## src/hdl/mem_pkg.sv

```systemverilog
package mem_pkg;

	// byte address width and the number of byte offset bits inside one line
	localparam int unsigned ADDR_W = 20;
	localparam int unsigned LINE_OFFSET_W = 4;

	typedef logic [ADDR_W-1:0] addr_t;
	typedef logic [31:0] word_t;

	// word 0 of a line sits in bits 31:0
	typedef logic [127:0] line_t;

	typedef enum logic [1:0] {
		op_none,
		op_read,
		op_write_word,
		op_write_byte
	} mem_op_e;

	// a byte write takes its data from bits 7:0
	typedef struct packed {
		mem_op_e op;
		addr_t   addr;
		word_t   data;
	} mem_req_t;

	// ready pulses for one cycle and addr echoes the read address
	typedef struct packed {
		logic  ready;
		addr_t addr;
		line_t line;
	} mem_resp_t;

	typedef struct packed {
		addr_t addr;
		word_t data;
		logic  byte_en;
	} store_req_t;

endpackage

```

## src/hdl/mem_arbiter.sv

```systemverilog
module mem_arbiter
	import mem_pkg::*;
(
	input  logic       clk,
	input  logic       rst_n_i,
	input  logic       refill_valid_i,
	input  addr_t      refill_addr_i,
	input  logic       store_valid_i,
	input  store_req_t store_req_i,
	output logic       store_ready_o,
	output mem_req_t   mem_req_o,
	input  mem_resp_t  mem_resp_i,
	output mem_resp_t  refill_resp_o,
	output logic       inval_valid_o,
	output addr_t      inval_addr_o
);

	logic read_out_q;
	logic issue_read;
	logic issue_store;

	// only one read may be in flight, and the cache holds its request until the answer
	assign issue_read = refill_valid_i && !read_out_q;

	// stores wait out the whole refill so the returned line is never stale
	assign store_ready_o = !refill_valid_i && !read_out_q;
	assign issue_store   = store_valid_i && store_ready_o;

	always_comb begin
		mem_req_o.op   = op_none;
		mem_req_o.addr = '0;
		mem_req_o.data = '0;
		if (issue_read) begin
			mem_req_o.op   = op_read;
			mem_req_o.addr = refill_addr_i;
		end else if (issue_store) begin
			mem_req_o.op   = store_req_i.byte_en ? op_write_byte : op_write_word;
			mem_req_o.addr = store_req_i.addr;
			mem_req_o.data = store_req_i.data;
		end
	end

	// the memory answers one cycle after the read, which closes the window
	always_ff @(posedge clk) begin
		if (!rst_n_i) begin
			read_out_q <= 1'b0;
		end else if (issue_read) begin
			read_out_q <= 1'b1;
		end else if (mem_resp_i.ready) begin
			read_out_q <= 1'b0;
		end
	end

	// the cache is the only reader, so every response belongs to it
	assign refill_resp_o = mem_resp_i;

	// a store drops any cached copy of its line at the same edge it is written
	assign inval_valid_o = issue_store;
	assign inval_addr_o  = store_req_i.addr;

endmodule

```

## config.mk

```make
export PLATFORM = sky130hd
export DESIGN_NAME = mem_arbiter
export DESIGN_NICKNAME = d
export VERILOG_FILES = /design/src/hdl/mem_pkg.sv /design/src/hdl/mem_arbiter.sv
export SDC_FILE = /design/constraint.sdc
export NUM_CORES = 1
export LEC_CHECK = 0
export BUFFER_PORTS_ARGS = -buffer_cell sky130_fd_sc_hd__buf_4
export CAP_MARGIN = 20
export CELL_PAD_IN_SITES_DETAIL_PLACEMENT = 0
export CELL_PAD_IN_SITES_GLOBAL_PLACEMENT = 1
export CORE_AREA = 2 2 174 176
export CTS_BUF_LIST = sky130_fd_sc_hd__clkbuf_2 sky130_fd_sc_hd__clkbuf_4 sky130_fd_sc_hd__clkbuf_8
export DETAILED_ROUTE_END_ITERATION = 7
export DIE_AREA = 0 0 176 178
export PLACE_DENSITY = 0.6
export SLEW_MARGIN = 0
export SYNTH_ARGS = -nofsm -noshare
export SYNTH_HDL_FRONTEND = slang
export SYNTH_SLANG_ARGS = --single-unit
```

## constraint.sdc

```tcl
create_clock -name clk -period 2.97 [get_ports clk]
set_clock_uncertainty 0.2 [all_clocks]
set_input_delay 0.594 -clock clk [delete_from_list [all_inputs] [get_ports clk]]
set_output_delay 0.594 -clock clk [all_outputs]
set_load 0.02 [all_outputs]
```

==> flow_summary.json <==
{
  "ys_types": 16,
  "timing.rr.end": "read_out_q$_SDFFE_PN0P_",
  "synth_edf_count": 0,
  "multi_input_area_sq_um": 449,
  "synth_area_sq_um": 1830,
  "fillers": 3445,
  "overflow": 0,
  "layout-drive-gt1-share": 0.728,
  "seq_area_sq_um": 20.0,
  "slew_viol_final": 0,
  "ys_seq_area_frac": 0.0109,
  "firstDrtPassIters": 4,
  "setup_viol": 0,
  "ys.warnings.count": 0,
  "grt_pass1_wl_microns": 10500,
  "r2r-start": "read_out_q$_SDFFE_PN0P_",
  "worstSetupPathType": "input pin to output pin",
  "rows": 63,
  "slew_headroom": 0.570,
  "largest_reg_flops": 1,
  "grt_max_degree": 56,
  "reg_top3": "read_out_q x1",
  "die_y_microns": 178,
  "num_antenna_cells": 0,
  "power_mw": 0.355,
  "final-hold-violation-count": 0,
  "grt_pass1_vias": 1442,
  "portBuffers": 154,
  "cp.required_ns": 2.18,
  "fin_crit_sh": 0.826,
  "area_growth_pct": 16.5,
  "p_seq_frac": 0.046,
  "p_leak_nw": 1.03,
  "p_sw_mw": 0.176,
  "synth_cells": 244,
  "grtUsageTotal": 0.0470,
  "worstHoldStart": "read_out_q$_SDFFE_PN0P_",
  "power.density_nw_per_um2": 167,
  "outcome": "finished clean",
  "synthFlopType": "dfxtp_1",
  "dieArea_sq_um": 31300,
  "fin_hold_ws_ns": 0.342,
  "drtIter0Drc": 54,
  "gp_congestion": 0.571,
  "hold_path_end": "read_out_q$_SDFFE_PN0P_",
  "fin_setup_tns_ns": 0,
  "rsz0062_at_grt": "false",
  "cp-end-kind": "output pin",
  "die_w_microns": 176,
  "core-area_sq_um": 29400,
  "initial_core_util": 0.0623,
  "netSwitchingFraction": 0.496,
  "largest-register": "read_out_q",
  "maxCapViolations": 0,
  "ant_nets": 0,
  "hpwl_microns": 7260,
  "combPwrFrac": 0.954,
  "start_kind": "input pin",
  "ys_ff_latch": 1,
  "ctsHoldBuffers": 0,
  "fmax_mhz": 407,
  "drc": 0,
  "viasPerCell": 2.46,
  "post_cts_resized": 0,
  "synthArstFlopShare": 0,
  "period_needed_ns": 2.45,
  "clk_pin_slew_ns": 0,
  "wl_microns": 8670,
  "insertion_delay_ns": 0,
  "io_pins": 451,
  "layout_commonest_cell": "buf_4",
  "nets": 445,
  "min_path_type": "flip-flop to flip-flop",
  "syn-num-nets": 470,
  "p_int_mw": 0.179,
  "postCtsSetupBuffers": 0,
  "worst_pin_slew_ns": 0.644,
  "avgSynthCellArea_sq_um": 7.50,
  "avgRoutedWirePerCell_microns": 14.3,
  "ir_drop_mv": 0.101,
  "dr_total_vias": 1493,
  "worstRegToRegCells": 3,
  "crit_fanout": 20,
  "crit_start": "refill_valid_i",
  "power_frac_clock": 0,
  "crit_arrival_ns": 1.66,
  "whs_path_depth": 1,
  "final_cell_mix": "buf_4, and3_1, a32o_1, and2_1",
  "grt_antenna_before_repair": 1,
  "reg2reg_slack_ns": 1.77
}
==> layout make-up <==
cell class	count	area share
Timing Repair Buffer	156	0.549
Tap cell	390	0.229
Multi-Input combinational cell	59	0.211
Sequential cell	1	0.00939
Inverter	1	0.00176
==> critical path, cell delays in order <==
cell,delay [ns]
buf_4,0.11
and2b_2,0.55
a32o_1,0.22
buf_4,0.14
==> through the flow <==
stage,cells,cell area (sq um),utilization,worst slack [ns]
2_1_floorplan,244,1830,-,0.846
3_3_place_gp,607,2130,0.0725,0.566
3_5_place_dp,607,2130,0.0725,0.542
4_1_cts,607,2130,0.0725,0.540
5_1_grt,607,2130,0.0725,0.513
6_report,607,2130,0.0725,0.516
==> layer usage <==
metal,global-route usage,vias to the layer above,part of all wire
met5,0,-,0.0015
met4,0.0379,2,0.078
met3,0.0332,68,0.18
met2,0.0755,206,0.45
met1,0.0403,628,0.30
li1,-,589,-
==> worst max path at each step <==
stage                     to  depth (start not counted)
2_1_floorplan  mem_req_o[52]                          4
3_3_place_gp   mem_req_o[34]                          4
3_5_place_dp   mem_req_o[35]                          4
4_1_cts        mem_req_o[35]                          4
5_1_grt        mem_req_o[46]                          4
6_report       mem_req_o[32]                          4
==> synthesized netlist by cell type, types with 2 or more instances <==
cell type    n  area, sq um
clkbuf_2     2         10.0
buf_6        2         22.5
buf_4      169         1270
clkbuf_1     5         18.8
a32o_1      20          200
buf_2        3         15.0
and3_1      32          200
and2_1       2         12.5
clkbuf_8     2         27.5
==> cell families after synthesis <==
group,Yosys count,synth area share
buffers and inverters,184,0.746
AND/OR/NAND/NOR,37,0.126
AO/OA/AOI/OAI,22,0.116
flip-flops,1,0.0109
==> power groups by stage <==
| stage | logic [mW] | clock network, mW | registers [mW] |
|---|---|---|---|
| after detailed placement | 0.341 | 0 | 0.0165 |
| after floorplan | 0.463 | 0 | 0.0158 |
| after CTS | 0.342 | 0 | 0.0165 |
| after global routing | 0.357 | 0 | 0.0167 |
| after global placement | 0.339 | 0 | 0.0164 |
| final | 0.339 | 0 | 0.0164 |
Note: power is estimated with default switching activity, not from simulation.
