===== config.mk =====
export PLATFORM = sky130hd
export DESIGN_NAME = fetch_cache
export DESIGN_NICKNAME = d
export VERILOG_FILES = /design/src/hdl/mem_pkg.sv /design/src/hdl/cache_pkg.sv /design/src/hdl/fetch_cache.sv
export SDC_FILE = /design/constraint.sdc
export NUM_CORES = 2
export LEC_CHECK = 0
export BUFFER_PORTS_ARGS = -buffer_cell sky130_fd_sc_hd__buf_2
export CAP_MARGIN = 15
export CORE_MARGIN = 4
export CORE_UTILIZATION = 50
export DETAILED_ROUTE_END_ITERATION = 8
export GPL_TIMING_DRIVEN = 0
export PLACE_DENSITY = 0.74
export SETUP_SLACK_MARGIN = 0.02
export SYNTH_ARGS = -nofsm -noshare
export SYNTH_HDL_FRONTEND = slang
export SYNTH_SLANG_ARGS = --single-unit

===== constraint.sdc =====
create_clock -name clk -period 21 [get_ports clk]
set_input_delay 1.05 -clock clk [delete_from_list [all_inputs] [get_ports clk]]
set_output_delay 1.05 -clock clk [all_outputs]
set_load 0.02 [all_outputs]

===== src/hdl/mem_pkg.sv =====
package mem_pkg;

	// byte address width and the number of byte offset bits inside one line
	localparam int unsigned ADDR_W = 20;
	localparam int unsigned LINE_OFFSET_W = 4;

	typedef logic [ADDR_W-1:0] addr_t;
	typedef logic [31:0] word_t;

	// word 0 of a line sits in bits 31:0
	typedef logic [127:0] line_t;

	typedef enum logic [1:0] {
		op_none,
		op_read,
		op_write_word,
		op_write_byte
	} mem_op_e;

	// a byte write takes its data from bits 7:0
	typedef struct packed {
		mem_op_e op;
		addr_t   addr;
		word_t   data;
	} mem_req_t;

	// ready pulses for one cycle and addr echoes the read address
	typedef struct packed {
		logic  ready;
		addr_t addr;
		line_t line;
	} mem_resp_t;

	typedef struct packed {
		addr_t addr;
		word_t data;
		logic  byte_en;
	} store_req_t;

endpackage


===== src/hdl/cache_pkg.sv =====
package cache_pkg;

	import mem_pkg::*;

	typedef enum logic [1:0] {
		idle,
		refill_wait,
		respond
	} cache_state_e;

	// line address is the byte address without its offset inside the line
	typedef logic [ADDR_W-LINE_OFFSET_W-1:0] line_addr_t;

	// selects one of the four words of a line
	typedef logic [LINE_OFFSET_W-3:0] word_sel_t;

	// valid pulses once at the end of every fetch
	typedef struct packed {
		logic  valid;
		logic  hit;
		word_t word;
	} fetch_resp_t;

endpackage


===== src/hdl/fetch_cache.sv =====
module fetch_cache
	import mem_pkg::*;
	import cache_pkg::*;
#(
	parameter int unsigned CACHE_LINES = 16
) (
	input  logic        clk,
	input  logic        rst_n_i,
	input  logic        fetch_valid_i,
	input  addr_t       fetch_addr_i,
	output logic        fetch_ready_o,
	output fetch_resp_t fetch_resp_o,
	output logic        refill_valid_o,
	output addr_t       refill_addr_o,
	input  mem_resp_t   refill_resp_i,
	input  logic        inval_valid_i,
	input  addr_t       inval_addr_i
);

	localparam int unsigned INDEX_W = $clog2(CACHE_LINES);
	localparam int unsigned TAG_W = $bits(line_addr_t) - INDEX_W;

	typedef logic [INDEX_W-1:0] index_t;
	typedef logic [TAG_W-1:0] tag_t;

	cache_state_e state_q;

	logic [CACHE_LINES-1:0] valid_q;
	tag_t                   tag_q [CACHE_LINES];
	line_t                  line_q [CACHE_LINES];

	// the accepted fetch and the answer that goes with it
	addr_t addr_q;
	logic  hit_q;
	word_t word_q;

	line_addr_t fetch_line;
	line_addr_t inval_line;
	line_addr_t fill_line;
	index_t     fetch_index;
	index_t     inval_index;
	index_t     fill_index;
	tag_t       fetch_tag;
	tag_t       inval_tag;
	tag_t       fill_tag;

	logic fetch_accept;
	logic lookup_hit;
	logic inval_match;
	logic fill_done;

	function automatic word_t select_word(line_t line, word_sel_t sel);
		return line[{sel, 5'b00000} +: 32];
	endfunction

	assign fetch_line = fetch_addr_i[ADDR_W-1:LINE_OFFSET_W];
	assign inval_line = inval_addr_i[ADDR_W-1:LINE_OFFSET_W];
	assign fill_line  = refill_resp_i.addr[ADDR_W-1:LINE_OFFSET_W];

	// low line address bits pick the entry and the rest form the tag
	assign fetch_index = fetch_line[INDEX_W-1:0];
	assign inval_index = inval_line[INDEX_W-1:0];
	assign fill_index  = fill_line[INDEX_W-1:0];
	assign fetch_tag   = fetch_line[$bits(line_addr_t)-1 -: TAG_W];
	assign inval_tag   = inval_line[$bits(line_addr_t)-1 -: TAG_W];
	assign fill_tag    = fill_line[$bits(line_addr_t)-1 -: TAG_W];

	assign fetch_ready_o = (state_q == idle);
	assign fetch_accept  = fetch_valid_i && fetch_ready_o;

	// a store to the same line in the same cycle turns the lookup into a miss
	// so that the refill reads the freshly written data
	assign lookup_hit = valid_q[fetch_index] && (tag_q[fetch_index] == fetch_tag) &&
		!(inval_valid_i && (inval_line == fetch_line));

	assign inval_match = inval_valid_i && (tag_q[inval_index] == inval_tag);
	assign fill_done   = (state_q == refill_wait) && refill_resp_i.ready;

	always_ff @(posedge clk) begin
		if (!rst_n_i) begin
			state_q <= idle;
			valid_q <= '0;
		end else begin
			case (state_q)
				idle: begin
					if (fetch_accept) begin
						state_q <= lookup_hit ? respond : refill_wait;
					end
				end
				refill_wait: begin
					if (refill_resp_i.ready) begin
						state_q <= respond;
					end
				end
				respond: begin
					state_q <= idle;
				end
				default: begin
					state_q <= idle;
				end
			endcase
			if (fill_done) begin
				valid_q[fill_index] <= 1'b1;
			end
			// stores are held off during a refill, so a fill and an invalidation never meet
			if (inval_match) begin
				valid_q[inval_index] <= 1'b0;
			end
		end
	end

	always_ff @(posedge clk) begin
		if (fetch_accept) begin
			addr_q <= fetch_addr_i;
			hit_q  <= lookup_hit;
			word_q <= select_word(line_q[fetch_index], fetch_addr_i[LINE_OFFSET_W-1:2]);
		end
		if (fill_done) begin
			tag_q[fill_index]  <= fill_tag;
			line_q[fill_index] <= refill_resp_i.line;
			word_q             <= select_word(refill_resp_i.line, addr_q[LINE_OFFSET_W-1:2]);
		end
	end

	// the request stays up until the line returns and the arbiter issues it once
	assign refill_valid_o = (state_q == refill_wait);
	assign refill_addr_o  = addr_q;

	assign fetch_resp_o.valid = (state_q == respond);
	assign fetch_resp_o.hit   = hit_q;
	assign fetch_resp_o.word  = word_q;

endmodule


==> run_results.csv <==
group,metric,value,unit
detailed_routing,dr.pass1.iters,5,
yosys,syn-num-nets,3916,
detailed_routing,drc,0,
setup_path,reg2reg_slack,16790,ps
setup_path,criticalPathCategory,"in2reg",
setup_path,r2r_cells,10,
yosys,synth_edf_count,2293,
yosys,synth_cell_types,60,
finish,area_growth,15.7,%
timing,layout_min_cycle_time,4730,ps
detailed_routing,drt_iter0_drc,7717,
global_routing,overflow,0,
worst_hold_path,min_path_type,"in2reg",
yosys,synth-seq-area-share,0.763,
floorplanning,num_rows,156,
finish,nets,4558,
detailed_routing,viasPerCell,6.67,
timing,maxSlewHeadroom,0.109,
detailed_routing,drt_wl_total,255000,um
pwr,max-vdd-ir-drop,0.0767,mV
global_routing,groute.usage.overall,0.273,
timing,finClkSkew,51.7,ps
yosys,synth.avg_cell_area,24.4,um^2
clock_tree,path_clk_slew,60,ps
setup_path,critPathLaunch,"fetch_addr_i[5]",
floorplanning,die_w,434,um
setup_path,cp-start-kind,"input port",
clock_tree,cts_root_buffer,"clkbuf_16",
setup_path,endpoint_kind,"flop",
clock_tree,cts_tree,"built",
floorplanning,ios,249,
setup_path,cp_max_fo,10,
global_routing,grt_pass1_vias,46500,
setup_path,worstPathArrival,5260,ps
clock_tree,cts_resized,0,
yosys,synth-main-ff-cell,"edfxtp_1",
pwr,leakagePower,33.3,nW
clock_tree,insertion_delay,890,ps
timing,setup_viol,0,
clock_tree,cts.sinks,2311,
detailed_routing,via_count,46300,
floorplanning,core,181000,um^2
finish,fin_util,0.581,
detailed_routing,wl_per_cell,36.8,um
clock_tree,post_cts_buffers,0,
timing,fin_crit_sh,0.225,
placement,io_buffer_count,236,
status,outcome,"complete, no violations",
timing,tns,0,ps
yosys,ys_ff_latch,2311,
setup_path,r2r-end,"line_q[1][106]",
pwr,p_per_area,91.2,nW/um^2
clock_tree,cts_max_level,4,
timing,max_freq,212,MHz
clock_tree,cts_buffer_depth,3,
timing,finalHoldViolCount,0,
yosys,synth_cells,3723,
setup_path,cp_data_required_time,21530,ps
placement,gp_congestion,0.846,
floorplanning,initial_core_util,0.502,
yosys,synth_top_area_cell,"edfxtp_1",
yosys,synth.area.top_cells,"edfxtp_1 76%, mux4_2 19%, mux2i_1 0.92%, nand2_1 0.48%, buf_2 0.42%",
yosys,synth_warnings,0,
finish,drive_gt1_frac,0.359,
timing,tightest_slew,1340,ps
detailed_routing,ant_nets,0,
placement,place_area,97800,um^2
floorplanning,dieArea,188000,um^2
global_routing,grt_pass1_wl,358000,um
timing,rsz0062_at_grt,"false",
floorplanning,die_h,434,um
global_routing,antenna_found_initial,49,
clock_tree,cts_buffers,216,
setup_path,crit_end,"word_q[27]",
clock_tree,cts-hold-fix-buffers,0,
yosys,synth_top_area_share,0.759,
job,cap_violations,0,
global_routing,grt_max_degree,33,
yosys,async_reset_ff_frac,0,
setup_path,reg2reg_from,"state_q[0]",
finish,stdcell_area,105000,um^2
yosys,syn-cell-area,90700,um^2
timing,finalMaxSlewViolations,0,
placement,dpl.hpwl,165000,um
[placed cells by master (no fill, tap or decap), drive strengths merged, types with 6 or more instances in the layout]
cell	netlist	final
bufinv	0	19
clkinv	0	85
nand3	7	7
buf	127	551
clkbuf	81	348
nand4	7	7
mux4	787	787
xnor2	36	36
nor2b	9	9
diode	0	27
edfxtp	2293	2293
xor2	9	9
nand2b	6	6
a22oi	7	7
mux2i	83	83
nand2	115	115
clkinvlp	0	6
inv	10	21
a21oi	7	7
a41oi	9	9
dfxtp	18	18
nor3	11	11
a31oi	14	14
nor2	22	22
o21ai	22	22
[state kept, by name, summed over array words and instances, names as in the netlist]
signal         count
hit_q              1
line_q          2048
refill_addr_o     20
state_q            2
tag_q            192
valid_q           16
word_q            32
[through the flow]
step	instances	power (mW)	setup slack [ps]	hold slack [ps]
CTS	6894	9.58	16450	312
global route	6920	9.81	16290	344
global placement	6329	5.78	-5020	531
floorplan	3723	5.53	8950	511
finish	6932	9.57	16270	371
detailed placement	6506	5.80	15520	540
[routing by layer]
| layer | track usage | share of wire |
|---|---|---|
| met5 | 0 | 0.00053 |
| met2 | 0.430 | 0.49 |
| met3 | 0.0666 | 0.12 |
| met1 | 0.364 | 0.35 |
| met4 | 0.126 | 0.047 |
[where the power goes]
group | total (mW) | internal [mW] | switching [mW] | leakage, nW
combinational | 0.602 | 0.235 | 0.367 | 9.14
sequential | 5.11 | 5.10 | 0.0100 | 20.8
clock | 3.85 | 2.14 | 1.71 | 3.34
[layout make-up]
| class | instances | area (um^2) |
|---|---|---|
| fillers | 12200 | 75700 |
| well taps | 2370 | 2970 |
| inverters | 10 | 37.5 |
| diodes | 27 | 67.6 |
| multi-input cells | 1194 | 20600 |
| clock inverters | 121 | 1210 |
| clock buffers | 267 | 5650 |
| flip-flops and latches | 2311 | 69200 |
| plain buffers | 208 | 948 |
| repair buffers | 424 | 4210 |
[logic make-up after synthesis]
| group | Yosys count | share of synthesized area |
|---|---|---|
| compound gates | 83 | 0.00667 |
| simple gates | 195 | 0.00978 |
| mux | 871 | 0.205 |
| buf+inv | 218 | 0.0108 |
| xor+xnor | 45 | 0.00443 |
| flops | 2311 | 0.763 |
[critical path, stage by stage]
cell	delay (ps)
buf_2	130
clkbuf_1	200
buf_2	460
buf_2	640
clkbuf_1	970
mux4_2	440
mux4_2	530
mux4_2	500
nand2_1	80
nand2_1	230
[worst min path at each step]
| stage | startpoint | to | slack, ps | cells after the start |
|---|---|---|---|---|
| 2_1_floorplan | valid_q[12] | valid_q[12] | 510 | 2 |
| 3_3_place_gp | valid_q[6] | valid_q[6] | 530 | 2 |
| 3_5_place_dp | valid_q[7] | valid_q[7] | 540 | 2 |
| 4_1_cts | fetch_addr_i[0] | refill_addr_o[0] | 310 | 1 |
| 5_1_grt | fetch_addr_i[0] | refill_addr_o[0] | 340 | 1 |
| 6_report | fetch_addr_i[1] | refill_addr_o[1] | 370 | 1 |
[Yosys cell counts (9+ instances only)]
| cell type | n |
|---|---|
| buf_1 | 40 |
| mux4_2 | 783 |
| nand2_1 | 115 |
| clkbuf_1 | 81 |
| nor3_1 | 11 |
| a31oi_1 | 14 |
| edfxtp_1 | 2293 |
| mux2i_1 | 83 |
| xnor2_1 | 35 |
| dfxtp_1 | 18 |
| xor2_1 | 9 |
| o21ai_0 | 21 |
| nor2b_1 | 9 |
| buf_2 | 76 |
| inv_1 | 9 |
| nor2_1 | 21 |
Note: power is estimated with default switching activity, not from simulation.
